--- config.mk ---
export PLATFORM = sky130hd
export DESIGN_NAME = operand_request_stage
export DESIGN_NICKNAME = d
export VERILOG_FILES = /design/src/verilog/opreq_pkg.sv /design/src/verilog/request_decoder.sv /design/src/verilog/operand_requester.sv /design/src/verilog/result_collector.sv /design/src/verilog/bank_arbiter.sv /design/src/verilog/operand_request_stage.sv
export SDC_FILE = /design/constraint.sdc
export NUM_CORES = 1
export LEC_CHECK = 0
export BUFFER_PORTS_ARGS = -buffer_cell sky130_fd_sc_hd__buf_2
export CORE_AREA = 2 2 259 261
export DETAILED_ROUTE_END_ITERATION = 8
export DIE_AREA = 0 0 261 263
export PLACE_DENSITY_LB_ADDON = 0.1
export REMOVE_ABC_BUFFERS = 1
export SYNTH_ARGS = -nofsm -noshare
export SYNTH_HDL_FRONTEND = slang
export SYNTH_SLANG_ARGS = --single-unit
--- constraint.sdc ---
create_clock -name clk_i -period 7.6 [get_ports clk_i]
set_clock_uncertainty 0.2 [all_clocks]
set_input_delay 0.38 -clock clk_i [delete_from_list [all_inputs] [get_ports clk_i]]
set_output_delay 0.38 -clock clk_i [all_outputs]
set_load 0.02 [all_outputs]
--- src/verilog/opreq_pkg.sv ---
/*
  Shared widths, enums and packed structs of the operand request stage.
  One lane with 64-bit VRF words and up to 8 instructions in flight.
*/
`default_nettype none

package opreq_pkg;

  localparam int unsigned ElenBits        = 64;
  localparam int unsigned NrOperandQueues = 3;
  localparam int unsigned NrWriters       = 2;
  localparam int unsigned NrVInsn         = 8;
  localparam int unsigned VAddrWidth      = 8;
  localparam int unsigned VRegWords       = 8;
  localparam int unsigned VlWidth         = 10;

  // Bank masters: operand queues first, then the writers
  localparam int unsigned NrMasters = NrOperandQueues + NrWriters;

  typedef logic [ElenBits-1:0]        elen_t;
  typedef logic [ElenBits/8-1:0]      strb_t;
  typedef logic [VAddrWidth-1:0]      vaddr_t;
  typedef logic [VlWidth-1:0]         vlen_t;
  typedef logic [$clog2(NrVInsn)-1:0] vid_t;

  // A word holds (8 >> eew) elements
  typedef enum logic [1:0] {
    EW8  = 2'd0,
    EW16 = 2'd1,
    EW32 = 2'd2,
    EW64 = 2'd3
  } vew_e;

  typedef enum logic [1:0] {
    OPQ_ALU_A = 2'd0,
    OPQ_ALU_B = 2'd1,
    OPQ_STORE = 2'd2
  } opqueue_e;

  typedef enum logic {
    WR_ALU = 1'b0,
    WR_LDU = 1'b1
  } writer_e;

  typedef struct packed {
    logic [4:0]         vs;
    vew_e               eew;
    vlen_t              vl;
    vlen_t              vstart;
    logic [NrVInsn-1:0] hazard;
  } operand_request_t;

  typedef struct packed {
    vew_e  eew;
    vlen_t vl;
  } operand_queue_cmd_t;

  typedef struct packed {
    logic   req;
    vid_t   id;
    vaddr_t addr;
    elen_t  wdata;
    strb_t  be;
  } result_req_t;

  // Bank access; addr is the address inside the bank
  typedef struct packed {
    vaddr_t   addr;
    logic     wen;
    elen_t    wdata;
    strb_t    be;
    opqueue_e opqueue;
  } vrf_req_t;

  // Running state of one operand requester
  typedef struct packed {
    vaddr_t             addr;
    vlen_t              len;
    vew_e               vew;
    logic [NrVInsn-1:0] hazard;
  } requester_state_t;

endpackage

`default_nettype wire

--- src/verilog/request_decoder.sv ---
/*
  Turns an operand request command into the start state of a requester.
  The start word address wraps at 8 bits for large vs and vstart.
*/
`timescale 1ns/1ns
`default_nettype none

module request_decoder (
  input  opreq_pkg::operand_request_t   operand_request_i,
  output opreq_pkg::requester_state_t   requester_init_o,
  output opreq_pkg::operand_queue_cmd_t queue_cmd_o
);

  import opreq_pkg::*;

  // log2 of the elements per word at the narrowest width
  localparam int unsigned MaxShift = $clog2(ElenBits / 8);

  logic [2:0] vstart_shift;
  vaddr_t     reg_base;
  vlen_t      vstart_words;

  // Elements per word is 8 >> eew, so divide vstart by that
  assign vstart_shift = 3'(MaxShift) - {1'b0, operand_request_i.eew};
  assign vstart_words = operand_request_i.vstart >> vstart_shift;

  // Each vector register takes VRegWords consecutive words
  assign reg_base = vaddr_t'(operand_request_i.vs * VRegWords);

  assign requester_init_o = '{
    addr:   reg_base + vaddr_t'(vstart_words),
    len:    operand_request_i.vl,
    vew:    operand_request_i.eew,
    hazard: operand_request_i.hazard
  };

  assign queue_cmd_o = '{
    eew: operand_request_i.eew,
    vl:  operand_request_i.vl
  };

endmodule

`default_nettype wire

--- src/verilog/operand_requester.sv ---
/*
  Reads one VRF word per grant for one operand queue, in address order.
  Grants arrive in the request cycle. A command with vl of 0 is taken
  and reads nothing.
*/
`timescale 1ns/1ns
`default_nettype none

module operand_requester #(
  parameter int unsigned NrBanks = 4
) (
  input  logic                                     clk_i,
  input  logic                                     rst_ni,
  input  logic                                     request_valid_i,
  output logic                                     request_ready_o,
  input  opreq_pkg::requester_state_t              requester_init_i,
  input  opreq_pkg::operand_queue_cmd_t            queue_cmd_i,
  output opreq_pkg::operand_queue_cmd_t            queue_cmd_o,
  output logic                                     queue_cmd_valid_o,
  input  logic                                     queue_ready_i,
  input  logic [opreq_pkg::NrVInsn-1:0]            vinsn_running_i,
  input  logic [opreq_pkg::NrVInsn-1:0]            vinsn_written_i,
  output logic [NrBanks-1:0]                       bank_req_o,
  output opreq_pkg::vrf_req_t                      payload_o,
  input  logic [NrBanks-1:0]                       bank_gnt_i,
  output logic                                     issued_o,
  input  opreq_pkg::opqueue_e                      opqueue_i
);

  import opreq_pkg::*;

  localparam int unsigned BankW = $clog2(NrBanks);

  typedef enum logic {
    IDLE,
    REQUESTING
  } state_e;

  state_e           state_d, state_q;
  requester_state_t req_d, req_q;

  logic               stall;
  logic               granted;
  logic [BankW-1:0]   bank_idx;
  vlen_t              elems_per_word;

  // Hold off while a hazard instruction has not written in the last cycle
  assign stall          = |(req_q.hazard & ~vinsn_written_i);
  assign granted        = |bank_gnt_i;
  assign issued_o       = granted;
  assign bank_idx       = req_q.addr[BankW-1:0];
  assign elems_per_word = vlen_t'(ElenBits / 8) >> req_q.vew;

  always_comb begin
    state_d           = state_q;
    req_d             = req_q;
    request_ready_o   = 1'b0;
    queue_cmd_o       = '0;
    queue_cmd_valid_o = 1'b0;
    bank_req_o        = '0;
    payload_o         = '0;

    case (state_q)
      IDLE: begin
        if (request_valid_i) begin
          request_ready_o   = 1'b1;
          queue_cmd_o       = queue_cmd_i;
          queue_cmd_valid_o = 1'b1;
          req_d             = requester_init_i;
          state_d           = (requester_init_i.len != '0) ? REQUESTING : IDLE;
        end
      end

      REQUESTING: begin
        // Everything is held while the queue is full
        if (queue_ready_i) begin
          bank_req_o[bank_idx] = !stall;
          payload_o = '{
            addr:    vaddr_t'(req_q.addr >> BankW),
            wen:     1'b0,
            wdata:   '0,
            be:      '0,
            opqueue: opqueue_i
          };

          if (granted) begin
            req_d.addr = req_q.addr + 1'b1;
            // Last word may be partly used
            if (req_q.len < elems_per_word) begin
              req_d.len = '0;
            end else begin
              req_d.len = req_q.len - elems_per_word;
            end
          end

          // Finished instructions release their hazard
          req_d.hazard = req_q.hazard & vinsn_running_i;

          if (req_d.len == '0) begin
            state_d = IDLE;
          end
        end
      end

      default: state_d = IDLE;
    endcase
  end

  always_ff @(posedge clk_i or negedge rst_ni) begin
    if (!rst_ni) begin
      state_q <= IDLE;
      req_q   <= '0;
    end else begin
      state_q <= state_d;
      req_q   <= req_d;
    end
  end

endmodule

`default_nettype wire

--- src/verilog/result_collector.sv ---
/*
  Routes ALU and load-unit writes to their banks and returns the grants.
  Written flags show the IDs granted in the previous cycle only.
*/
`timescale 1ns/1ns
`default_nettype none

module result_collector #(
  parameter int unsigned NrBanks = 4
) (
  input  logic                                                    clk_i,
  input  logic                                                    rst_ni,
  input  opreq_pkg::result_req_t [opreq_pkg::NrWriters-1:0]       result_i,
  output logic [opreq_pkg::NrWriters-1:0]                         result_gnt_o,
  output logic [opreq_pkg::NrWriters-1:0][NrBanks-1:0]            bank_req_o,
  output opreq_pkg::vrf_req_t [opreq_pkg::NrWriters-1:0]          payload_o,
  input  logic [opreq_pkg::NrWriters-1:0][NrBanks-1:0]            bank_gnt_i,
  output logic [opreq_pkg::NrVInsn-1:0]                           vinsn_written_o
);

  import opreq_pkg::*;

  localparam int unsigned BankW = $clog2(NrBanks);

  logic [NrVInsn-1:0] written_d;

  for (genvar w = 0; w < NrWriters; w++) begin : gen_writer
    always_comb begin
      bank_req_o[w] = '0;
      // Low address bits pick the bank
      bank_req_o[w][result_i[w].addr[BankW-1:0]] = result_i[w].req;
    end

    assign payload_o[w] = '{
      addr:    vaddr_t'(result_i[w].addr >> BankW),
      wen:     1'b1,
      wdata:   result_i[w].wdata,
      be:      result_i[w].be,
      opqueue: OPQ_ALU_A
    };

    assign result_gnt_o[w] = |bank_gnt_i[w];
  end

  // Which instructions wrote a result this cycle
  always_comb begin
    written_d = '0;
    for (int w = 0; w < NrWriters; w++) begin
      if (result_gnt_o[w]) begin
        written_d[result_i[w].id] = 1'b1;
      end
    end
  end

  always_ff @(posedge clk_i or negedge rst_ni) begin
    if (!rst_ni) begin
      vinsn_written_o <= '0;
    end else begin
      vinsn_written_o <= written_d;
    end
  end

endmodule

`default_nettype wire

--- src/verilog/bank_arbiter.sv ---
/*
  Round-robin arbiter of one VRF bank over queue and writer masters.
  The bank takes every request at once, so a grant never waits.
*/
`timescale 1ns/1ns
`default_nettype none

module bank_arbiter (
  input  logic                                               clk_i,
  input  logic                                               rst_ni,
  input  logic [opreq_pkg::NrMasters-1:0]                    req_i,
  input  opreq_pkg::vrf_req_t [opreq_pkg::NrMasters-1:0]     payload_i,
  output logic [opreq_pkg::NrMasters-1:0]                    gnt_o,
  output logic                                               vrf_req_o,
  output opreq_pkg::vrf_req_t                                vrf_o
);

  import opreq_pkg::*;

  localparam int unsigned IdxW = $clog2(NrMasters);

  logic [IdxW-1:0] ptr_d, ptr_q;
  logic [IdxW-1:0] sel;
  logic            found;

  // Search from the pointer upwards, wrapping at the last master
  always_comb begin : p_search
    logic [IdxW-1:0] cand;
    found = 1'b0;
    sel   = '0;
    for (int unsigned i = 0; i < NrMasters; i++) begin
      cand = IdxW'((ptr_q + i) % NrMasters);
      if (!found && req_i[cand]) begin
        found = 1'b1;
        sel   = cand;
      end
    end
  end

  always_comb begin
    gnt_o      = '0;
    gnt_o[sel] = found;
  end

  // Immediate acknowledge
  assign vrf_req_o = found;
  assign vrf_o     = found ? payload_i[sel] : '0;

  // Winner gets lowest priority next time
  assign ptr_d = (sel == IdxW'(NrMasters - 1)) ? '0 : sel + 1'b1;

  always_ff @(posedge clk_i or negedge rst_ni) begin
    if (!rst_ni) begin
      ptr_q <= '0;
    end else if (found) begin
      ptr_q <= ptr_d;
    end
  end

endmodule

`default_nettype wire

--- src/verilog/operand_request_stage.sv ---
/*
  Operand request stage of one vector lane with the VRF bank arbiters.
  NrBanks must be a power of two from 2 to 8.
*/
`timescale 1ns/1ns
`default_nettype none

module operand_request_stage #(
  parameter int unsigned NrBanks = 4
) (
  input  logic                                                        clk_i,
  input  logic                                                        rst_ni,
  input  opreq_pkg::operand_request_t [opreq_pkg::NrOperandQueues-1:0]   operand_request_i,
  input  logic [opreq_pkg::NrOperandQueues-1:0]                        operand_request_valid_i,
  output logic [opreq_pkg::NrOperandQueues-1:0]                        operand_request_ready_o,
  input  logic [opreq_pkg::NrOperandQueues-1:0]                        operand_queue_ready_i,
  input  logic [opreq_pkg::NrVInsn-1:0]                                vinsn_running_i,
  output opreq_pkg::operand_queue_cmd_t [opreq_pkg::NrOperandQueues-1:0] operand_queue_cmd_o,
  output logic [opreq_pkg::NrOperandQueues-1:0]                        operand_queue_cmd_valid_o,
  output logic [opreq_pkg::NrOperandQueues-1:0]                        operand_issued_o,
  input  opreq_pkg::result_req_t [opreq_pkg::NrWriters-1:0]            result_i,
  output logic [opreq_pkg::NrWriters-1:0]                              result_gnt_o,
  output logic [NrBanks-1:0]                                           vrf_req_o,
  output opreq_pkg::vrf_req_t [NrBanks-1:0]                            vrf_o
);

  import opreq_pkg::*;

  requester_state_t   [NrOperandQueues-1:0] requester_init;
  operand_queue_cmd_t [NrOperandQueues-1:0] decoded_cmd;
  logic [NrVInsn-1:0]                       vinsn_written;

  // Master-major as driven by the requesters and the collector
  logic     [NrMasters-1:0][NrBanks-1:0] master_req;
  logic     [NrMasters-1:0][NrBanks-1:0] master_gnt;
  vrf_req_t [NrMasters-1:0]              master_payload;

  // Bank-major as seen by the arbiters
  logic [NrBanks-1:0][NrMasters-1:0] bank_req;
  logic [NrBanks-1:0][NrMasters-1:0] bank_gnt;

  for (genvar q = 0; q < NrOperandQueues; q++) begin : gen_queue
    request_decoder i_request_decoder (
      .operand_request_i(operand_request_i[q]),
      .requester_init_o (requester_init[q]),
      .queue_cmd_o      (decoded_cmd[q])
    );

    operand_requester #(
      .NrBanks(NrBanks)
    ) i_operand_requester (
      .clk_i            (clk_i),
      .rst_ni           (rst_ni),
      .request_valid_i  (operand_request_valid_i[q]),
      .request_ready_o  (operand_request_ready_o[q]),
      .requester_init_i (requester_init[q]),
      .queue_cmd_i      (decoded_cmd[q]),
      .queue_cmd_o      (operand_queue_cmd_o[q]),
      .queue_cmd_valid_o(operand_queue_cmd_valid_o[q]),
      .queue_ready_i    (operand_queue_ready_i[q]),
      .vinsn_running_i  (vinsn_running_i),
      .vinsn_written_i  (vinsn_written),
      .bank_req_o       (master_req[q]),
      .payload_o        (master_payload[q]),
      .bank_gnt_i       (master_gnt[q]),
      .issued_o         (operand_issued_o[q]),
      .opqueue_i        (opqueue_e'(q))
    );
  end

  // Writers follow the queues in master order
  result_collector #(
    .NrBanks(NrBanks)
  ) i_result_collector (
    .clk_i          (clk_i),
    .rst_ni         (rst_ni),
    .result_i       (result_i),
    .result_gnt_o   (result_gnt_o),
    .bank_req_o     (master_req[NrMasters-1:NrOperandQueues]),
    .payload_o      (master_payload[NrMasters-1:NrOperandQueues]),
    .bank_gnt_i     (master_gnt[NrMasters-1:NrOperandQueues]),
    .vinsn_written_o(vinsn_written)
  );

  for (genvar b = 0; b < NrBanks; b++) begin : gen_bank
    for (genvar m = 0; m < NrMasters; m++) begin : gen_transpose
      assign bank_req[b][m]   = master_req[m][b];
      assign master_gnt[m][b] = bank_gnt[b][m];
    end

    bank_arbiter i_bank_arbiter (
      .clk_i    (clk_i),
      .rst_ni   (rst_ni),
      .req_i    (bank_req[b]),
      .payload_i(master_payload),
      .gnt_o    (bank_gnt[b]),
      .vrf_req_o(vrf_req_o[b]),
      .vrf_o    (vrf_o[b])
    );
  end

endmodule

`default_nettype wire

==> reports/summary.md, run 1 <==
The cell count after synthesis came out at 2324. Measured along the x axis, the die boundary spans 261 µm. The count of nets left with antenna violations once routing finished came out at 0. The total overflow reported by the global router was 0. The number of buffers inserted by port buffering was 663; the number of buffers inserted during clock tree synthesis was 9. The smallest clock period supported by the final layout is computed as 7110 ps. For this run, the detailed router's first-pass iteration total came to 5. Setup repair after global routing left no endpoint under its margin. For this run, the number of Yosys warnings is 0. The worst-case setup margin in the final layout is 491 ps, and the register area is 2680 µm². No sink is reached through more buffers than the 2 on the longest clock path.

Cells fill 34.4% of the core in the end. The tree is rooted in a sky130_fd_sc_hd__clkbuf_16. The proportion of synthesized flip-flops having asynchronous set or reset is 100%. The finished cells cover 22600 µm². In this design, the critical path's most frequently occurring cell is sky130_fd_sc_hd__ha_1. TritonCTS built the clock tree. The floorplan step defined a core boundary enclosing 65600 µm². For the pin count of the biggest net entering global routing, the log shows 77. In the final layout, the share of cells above drive strength 1 is 29.2%. Setup violations remaining at the end of the flow were counted as 0.

For this design the top-level I/O count stands at 672. The H-tree was split into 3 levels. Once the floorplan was initialized, standard cells occupied 27.0% of the core. For the wire length after detailed routing, the log shows 107000 µm. Element type at the critical path end: an output port. The flip-flop and latch count after synthesis came out at 107.

sky130_fd_sc_hd__a22o_1 is the most common cell in the netlist. The routed layout has 22500 vias. Class of the most critical hold timing path: input pin to flop. In this run the cell area measured after placement is 22200 µm². The ratio of final minimum period to clock period came out at 93.5%. The post-synthesis area per instance came out at 7.64 µm². In the final design database the tool counted 3336 nets. The logs give 89300 µm for the placed wire-length estimate and 0 for the number of violations of the max-capacitance limit. The count of clock tree sinks was 107; the number of filler cells placed in the layout was 7126.

Along the worst path, the maximum fanout reaches 20. Routability-driven placement finished with a final weighted congestion of 1.00. Most used flip-flop cell after synthesis: sky130_fd_sc_hd__dfrtp_1. The signed area change from the synthesized netlist to the final layout was 27.2%; the total standard cell area after synthesis was 17800 µm².

Prior to clock tree synthesis, the placed netlist has a worst setup slack of 921 ps. The critical path data arrival time was 6530 ps. By area the synthesized netlist is led by sky130_fd_sc_hd__dfrtp_1 15%, sky130_fd_sc_hd__a22o_1 14%, sky130_fd_sc_hd__ha_1 8.9%, sky130_fd_sc_hd__o21ai_0 4.5%, sky130_fd_sc_hd__a21oi_1 4.0%. The later pin in the worst-skew pair is clocked with a latency of 390 ps. Maximum clock rate: 141 MHz. For the first-pass GRT wire length, the log shows 151000 µm. In this run, distinct cell masters in the synthesized netlist total 103. The routed wire length per instance was 28.3 µm. Counting flops with a built-in enable in the synthesized netlist gives 0.

The violation count after the first detailed-route iteration was 2373. In the synthesized netlist, the cells that appear most often are 292 x sky130_fd_sc_hd__a22o_1, 178 x sky130_fd_sc_hd__nand2_1, 174 x sky130_fd_sc_hd__nor2_1. The largest single stage delay on the critical path is 410 ps. The actual slew at the worst max-slew pin works out to 1070 ps.

The signal on the critical path passes through inv_1 -> ha_1 -> xor2_1 -> ha_1 -> nor2_1 -> a21oi_1 -> xnor2_1 -> inv_1 -> ha_1 -> nand2b_1 -> o21ai_0 -> o211a_1 -> o311a_1 -> o21a_1 -> a211oi_2 -> a221o_1 -> a22o_1 -> nand2_1 -> buf_4 -> nor2_4 -> buf_4 -> a22o_1 -> buf_2. For the floorplan die area, the log shows 68600 µm². In the final timing run, aggregate negative setup slack is 0 ps.

The type of the setup path with the least slack is flop to output port. The number of placement rows was 94. The synthesized design spends more area on one cell type than any other, namely sky130_fd_sc_hd__dfrtp_1. On the critical path, the stage with the largest delay is an instance of sky130_fd_sc_hd__xor2_1. Sequential elements use 15.1% of the synthesized area. Using the TritonRoute via totals, the vias-per-cell ratio works out to 5.94.

The clock slew seen by the registers of the worst setup and hold paths was 100 ps; the total routing resource utilization after global routing was 29.8%. The multi-input gate area in the final layout was 14000 µm²; the headroom to the max-slew limit was 28.7%. The run finished with clean final reports. The worst setup path is launched from a flop. STA puts the critical path data required time at 7020 ps. The die is 263 µm tall.

The number of remaining DRC errors was 0; the via count of the first global-routing pass was 21400. The initial antenna violation count is 25, and the number of max-slew violations in the final report is 0. For the final hold violation count, the log shows 0. Area share of the leading cell type in the synthesized netlist: 15.1%.
[registers in the layout (all words and copies together) (netlist names)]
signal / count
gen_queue.i_operand_requester.req_q: 78
gen_bank.i_bank_arbiter.ptr_q: 12
i_result_collector.vinsn_written_o: 8
gen_queue.i_operand_requester.bank_idx: 6
gen_queue.i_operand_requester.state_q: 3
[kinds of logic (layout without fill, tap and decap cells)]
family	after synthesis	count (layout)	synth area share, %
AOI/OAI and AO/OA	908	908	37.9
xor gates and xnor gates	57	57	2.85
adders and majority gates	134	134	9.78
buffers and inverters	296	883	6.86
DFF	107	107	15.1
muxes	100	100	6.94
other	1	19	0.0211
and+or+nand+nor	721	721	20.6
[cells in the final DEF (no fill, tap or decap), drive strengths merged, types with 32 or more instances in the layout]
| cell type | n |
|---|---|
| buf | 738 |
| a22o | 292 |
| nand2 | 179 |
| nor2 | 174 |
| o21ai | 165 |
| a21oi | 145 |
| ha | 126 |
| inv | 126 |
| dfrtp | 107 |
| mux2i | 61 |
| and2 | 59 |
| nor3 | 49 |
| xnor2 | 38 |
| nand2b | 36 |
| nand3 | 36 |
| a21o | 34 |
| nand4 | 33 |
| nor2b | 32 |
[per-layer routing]
| layer | vias to the layer above | GRT usage [%] | wire length, µm |
|---|---|---|---|
| met4 | 12 | 14.3 | 5960 |
| met2 | 1218 | 45.6 | 46500 |
| li1 | 10000 | - | - |
| met5 | - | 0 | 82 |
| met1 | 11100 | 39.5 | 44300 |
| met3 | 185 | 6.76 | 10400 |
[through the flow]
stage	hold slack, ps	std cells
detailed placement	189	3761
CTS	0.378	3782
finish	4.54	3793
global route	18.5	3784
floorplan	-116	2159
global placement	183	3761
[worst max-delay path: cells and delay by family, from the launching register on]
family,cells,cell delay [ps]
AO/OA/AOI/OAI,9,2340
XOR/XNOR,2,580
adder cells (fa/ha/maj),3,820
buffers and inverters,5,1200
flip-flops,1,390
AND/OR/NAND/NOR,4,760
[path summary, 6_finish.rpt]
kind | cells after the start | to | from | slack [ps]
setup reg to reg | 28 | gen_queue[2].i_operand_requester.state_q | gen_bank[3].i_bank_arbiter.ptr_q[1] | 800
setup / recovery | 23 | vrf_o[238] | gen_bank[2].i_bank_arbiter.ptr_q[1] | 490
hold reg to reg | 2 | gen_queue[1].i_operand_requester.req_q[10] | gen_queue[1].i_operand_requester.req_q[10] | 330
max in group asynchronous | 3 | gen_bank[1].i_bank_arbiter.ptr_q[1] | rst_ni | 5420
hold / removal | 3 | gen_queue[0].i_operand_requester.req_q[6] | operand_request_i[6] | 5
min in group asynchronous | 2 | gen_queue[1].i_operand_requester.req_q[10] | rst_ni | 330
[final cells by class]
class | instances | area share [%]
diodes | 11 | 0.122
flip-flops and latches | 107 | 11.9
clock inverters | 7 | 0.332
clock buffers | 9 | 0.997
repair buffers | 743 | 18.0
multi-input cells | 1928 | 61.8
well taps | 864 | 4.79
inverters | 124 | 2.06
[timing repair]
action / in CTS / in global routing
resized for setup: 0 / 1
hold endpoints to repair: 37 / 0
buffers inserted: 0 / 0
endpoints found under the setup margin: 0 / 1
hold buffers: 5 / 0
Power of run 1 is not shown: default switching activity piles up to over one toggle a cycle in this logic, so the estimate is an artifact.
==> inputs of run 2 (changes only) <==
Settings changed: CORE_AREA 2 2 259 261 to 2 2 265 267, DIE_AREA 0 0 261 263 to 0 0 267 269.
Clock period 7.6 ns to 6.25 ns, I/O delays scaled along.
==> reports/summary.md, run 2 (same netlist as run 1, synthesis figures left out) <==
From synthesis to final layout, the design area changed by 37.0%. The number of flip-flops in the largest register works out to 78 (unchanged). The worst setup path is captured at an output port. The largest registers in the layout are gen_queue.i_operand_requester.req_q: 78 flops, gen_bank.i_bank_arbiter.ptr_q: 12 flops, i_result_collector.vinsn_written_o: 8 flops. The element type at the critical path start was a flop. Number of placement rows: 97 (+3.2%).

The clock slew seen by the registers of the worst setup and hold paths came out at 90 ps (about the same). Data required time of the critical path: 5740 ps (-1280 ps). The tools report the area of the core region as 69300 µm² (+5.6%).

Horizontal die dimension: 267 µm (+2.3%). The number of remaining DRC errors is 0 (unchanged), and the minimum setup slack after placement is -34.3 ps (-956 ps). The via count of the first global-routing pass was 21300 (-0.70%).

Total buffers and inverters traversed by the critical path: 5 (unchanged). For the wire length after detailed routing, the log shows 116000 µm (+8.5%). The number of nets with antenna violations after routing came out at 0 (unchanged). The fraction of layout instances using a drive strength above 1 is 34.1% (+5.0 points). The endpoint of the worst setup timing path is vrf_o[265]. Counting flops per register, the top entry is gen_queue.i_operand_requester.req_q. The accumulated negative setup slack came out at 0 ps (unchanged). The tools report the count of clock tree sinks as 107 (unchanged).

Walking the worst path, the cells encountered are buf_4 -> ha_1 -> xor2_1 -> inv_1 -> ha_1 -> inv_1 -> ha_1 -> a2111oi_1 -> a211oi_1 -> xnor2_2 -> or3_1 -> nand4_1 -> nor3_4 -> o2bb2ai_1 -> and2_4 -> buf_4 -> a22o_1 -> buf_2. The total routing resource utilization after global routing is 30.4% (+0.53 points), and the met1 layer wirelength in the final routing is 50000 µm (+13%). The run finished with clean final reports. Based on the critical path, the design can be clocked at up to 166 MHz.

The floorplan die area is 71800 µm² (+4.6%). Violation count after the first detailed-route iteration: 2133 (-10%). The kind of cell with the highest combined delay along the critical path is simple AND/OR/NAND/NOR gates. The ratio of final minimum period to clock period works out to 96.5%. Signal routing reaches up to met5.

The critical-path cell with the highest stage delay was sky130_fd_sc_hd__and2_4. For the maximum number of buffers from clock root to sink, the log shows 2 (unchanged). The placed wire-length estimate is 94300 µm (+5.6%). In this run the worst hold path is classified as input pin to flop. For the final hold violation count, the log shows 0 (unchanged).

The level count of the clock H-tree is 3 (unchanged). The tools report the origin of the critical flop-to-flop path as gen_bank[1].i_bank_arbiter.ptr_q[1]. The vertical die dimension is 269 µm (+2.3%). The I/O pin total was 672 (unchanged); the worst-case setup margin in the final layout was 219 ps (-272 ps).

The setup violation total in the final timing report came out at 0 (unchanged). Most frequent standard cell in the layout excluding fill and tap cells: sky130_fd_sc_hd__buf_2. The starting density of the core was 25.6% (-1.4 points). The number of buffers inserted by port buffering was 663 (unchanged); the number of violations of the max-capacitance limit was 0 (unchanged).

The slack of the worst reg-to-reg path was 280 ps (-520 ps). The library cells used most frequently in the layout, excluding fill and tap cells, are 653 x sky130_fd_sc_hd__buf_2, 278 x sky130_fd_sc_hd__a22o_1, 177 x sky130_fd_sc_hd__nand2_1. The pin count of the biggest net entering global routing was 72 (-6.5%).

The number of nets in the final layout was 3451 (+3.4%); the initial antenna violation count was 24 (-4.0%). The number of max-slew violations in the final report came out at 0 (unchanged). Routed wire length per instance: 29.2 µm (+3.1%). The endpoint identified for the worst register-to-register timing path is i_result_collector.vinsn_written_o[2]. The headroom to the max-slew limit was 31.9% (+3.3 points). The critical path starts at gen_bank[3].i_bank_arbiter.ptr_q[0]. Amount of wire on met2 after detailed routing: 51000 µm (+9.7%). The length in cells of the worst reg-to-reg path is 22 (-21%), and the actual slew at the worst max-slew pin is 1020 ps (-49.2 ps). The tools report the total overflow reported by the global router as 0 (unchanged). TritonCTS built the clock tree.

The routability-driven placement congestion ratio is 0.953 (-4.9%), and the critical path data arrival time is 5520 ps (-1010 ps). By instance count, the cell type seen most on the critical path is sky130_fd_sc_hd__ha_1. The logs give 42.7 ps (+38.1 ps) for the worst hold slack and 9 (unchanged) for the number of buffers inserted during clock tree synthesis. The stage delay of the slowest cell on the critical path was 550 ps (+140 ps); the first-pass GRT wire length was 157000 µm (+4.2%). The total stage count of the critical path was 18 (-22%).

Final period demand of the worst path: 6030 ps. The maximum fanout along the worst path was 27 (+35%); the routed via count was 22900 (+1.9%). In this run the clock root is driven by a sky130_fd_sc_hd__clkbuf_16. The insertion delay of the later-clocked pin in the worst-skew pair was 390 ps (about the same); the total length of routed met3 wires was 10300 µm (-1.0%). The critical path is of the flop to output port type. The first-pass iteration count of the detailed router was 6 (+1).

The detailed-route vias per instance came out at 5.75 (-3.1%).
-- run 2: layout make-up --
type	count	area [µm²]
timing repair buffer	858	5220
clock buffer	10	229
inverter	124	472
fill	7469	45000
tap	940	1180
antenna	17	42.5
multi-input combinational	1928	14400
sequential	107	2680
clock inverter	6	57.6
-- run 2: how the worst min path moves through the flow --
| stage | slack (ps) | endpoint | start | cells after the start |
|---|---|---|---|---|
| 6_report | 40 | i_result_collector.vinsn_written_o[6] | result_i[165] | 3 |
| 5_1_grt | 40 | i_result_collector.vinsn_written_o[6] | result_i[165] | 3 |
| 4_1_cts | 0.09 | i_result_collector.vinsn_written_o[1] | result_i[165] | 2 |
| 3_5_place_dp | 140 | gen_queue[2].i_operand_requester.req_q[13] | rst_ni | 1 |
| 3_3_place_gp | 140 | gen_queue[2].i_operand_requester.req_q[9] | rst_ni | 1 |
| 2_1_floorplan | -180 | gen_bank[0].i_bank_arbiter.ptr_q[0] | rst_ni | 0 |
-- run 2: worst reg2reg max path: stages (launching register included) --
cell and delay, ps:
sky130_fd_sc_hd__dfrtp_1 380, sky130_fd_sc_hd__inv_2 80, sky130_fd_sc_hd__buf_4 160, sky130_fd_sc_hd__ha_1 340, sky130_fd_sc_hd__o31ai_4 250, sky130_fd_sc_hd__xnor2_1 150
sky130_fd_sc_hd__ha_1 230, sky130_fd_sc_hd__fa_1 410, sky130_fd_sc_hd__o21ai_1 150, sky130_fd_sc_hd__mux2_2 410, sky130_fd_sc_hd__nand4_1 140, sky130_fd_sc_hd__o211a_1 230
sky130_fd_sc_hd__nor2_2 80, sky130_fd_sc_hd__or4_4 570, sky130_fd_sc_hd__o22a_2 280, sky130_fd_sc_hd__buf_4 150, sky130_fd_sc_hd__inv_1 140, sky130_fd_sc_hd__nor2_4 70
sky130_fd_sc_hd__buf_12 160, sky130_fd_sc_hd__or4_4 540, sky130_fd_sc_hd__nand2_2 120, sky130_fd_sc_hd__o32ai_1 80, sky130_fd_sc_hd__dlygate4sd3_1 560
-- run 2: routing by layer --
layer | GRT usage, % | vias up
li1 | - | 10300
met1 | 39.7 | 11300
met2 | 46.4 | 1148
met3 | 9.13 | 182
met4 | 12.3 | 18
met5 | 1.96 | -
-- run 2: timing repair --
item / in CTS / in global routing
setup buffers: 4 / 29
gates resized for setup: 34 / 102
endpoints found under the setup margin: 150 / 338
gates cloned: 2 / 3
hold endpoints to repair: 64 / 0
pin swaps: 2 / 23
hold buffers: 27 / 0
-- run 2: through the flow --
| step | utilization, % | cell area [µm²] | instances |
|---|---|---|---|
| after CTS | 34.0 | 23600 | 3941 |
| after global placement | 32.9 | 22800 | 3892 |
| after global routing | 35.1 | 24300 | 3983 |
| after detailed placement | 32.9 | 22800 | 3892 |
| final | 35.1 | 24300 | 3990 |
| after floorplan | - | 17000 | 2159 |
Power of run 2 is left out for the same reason.
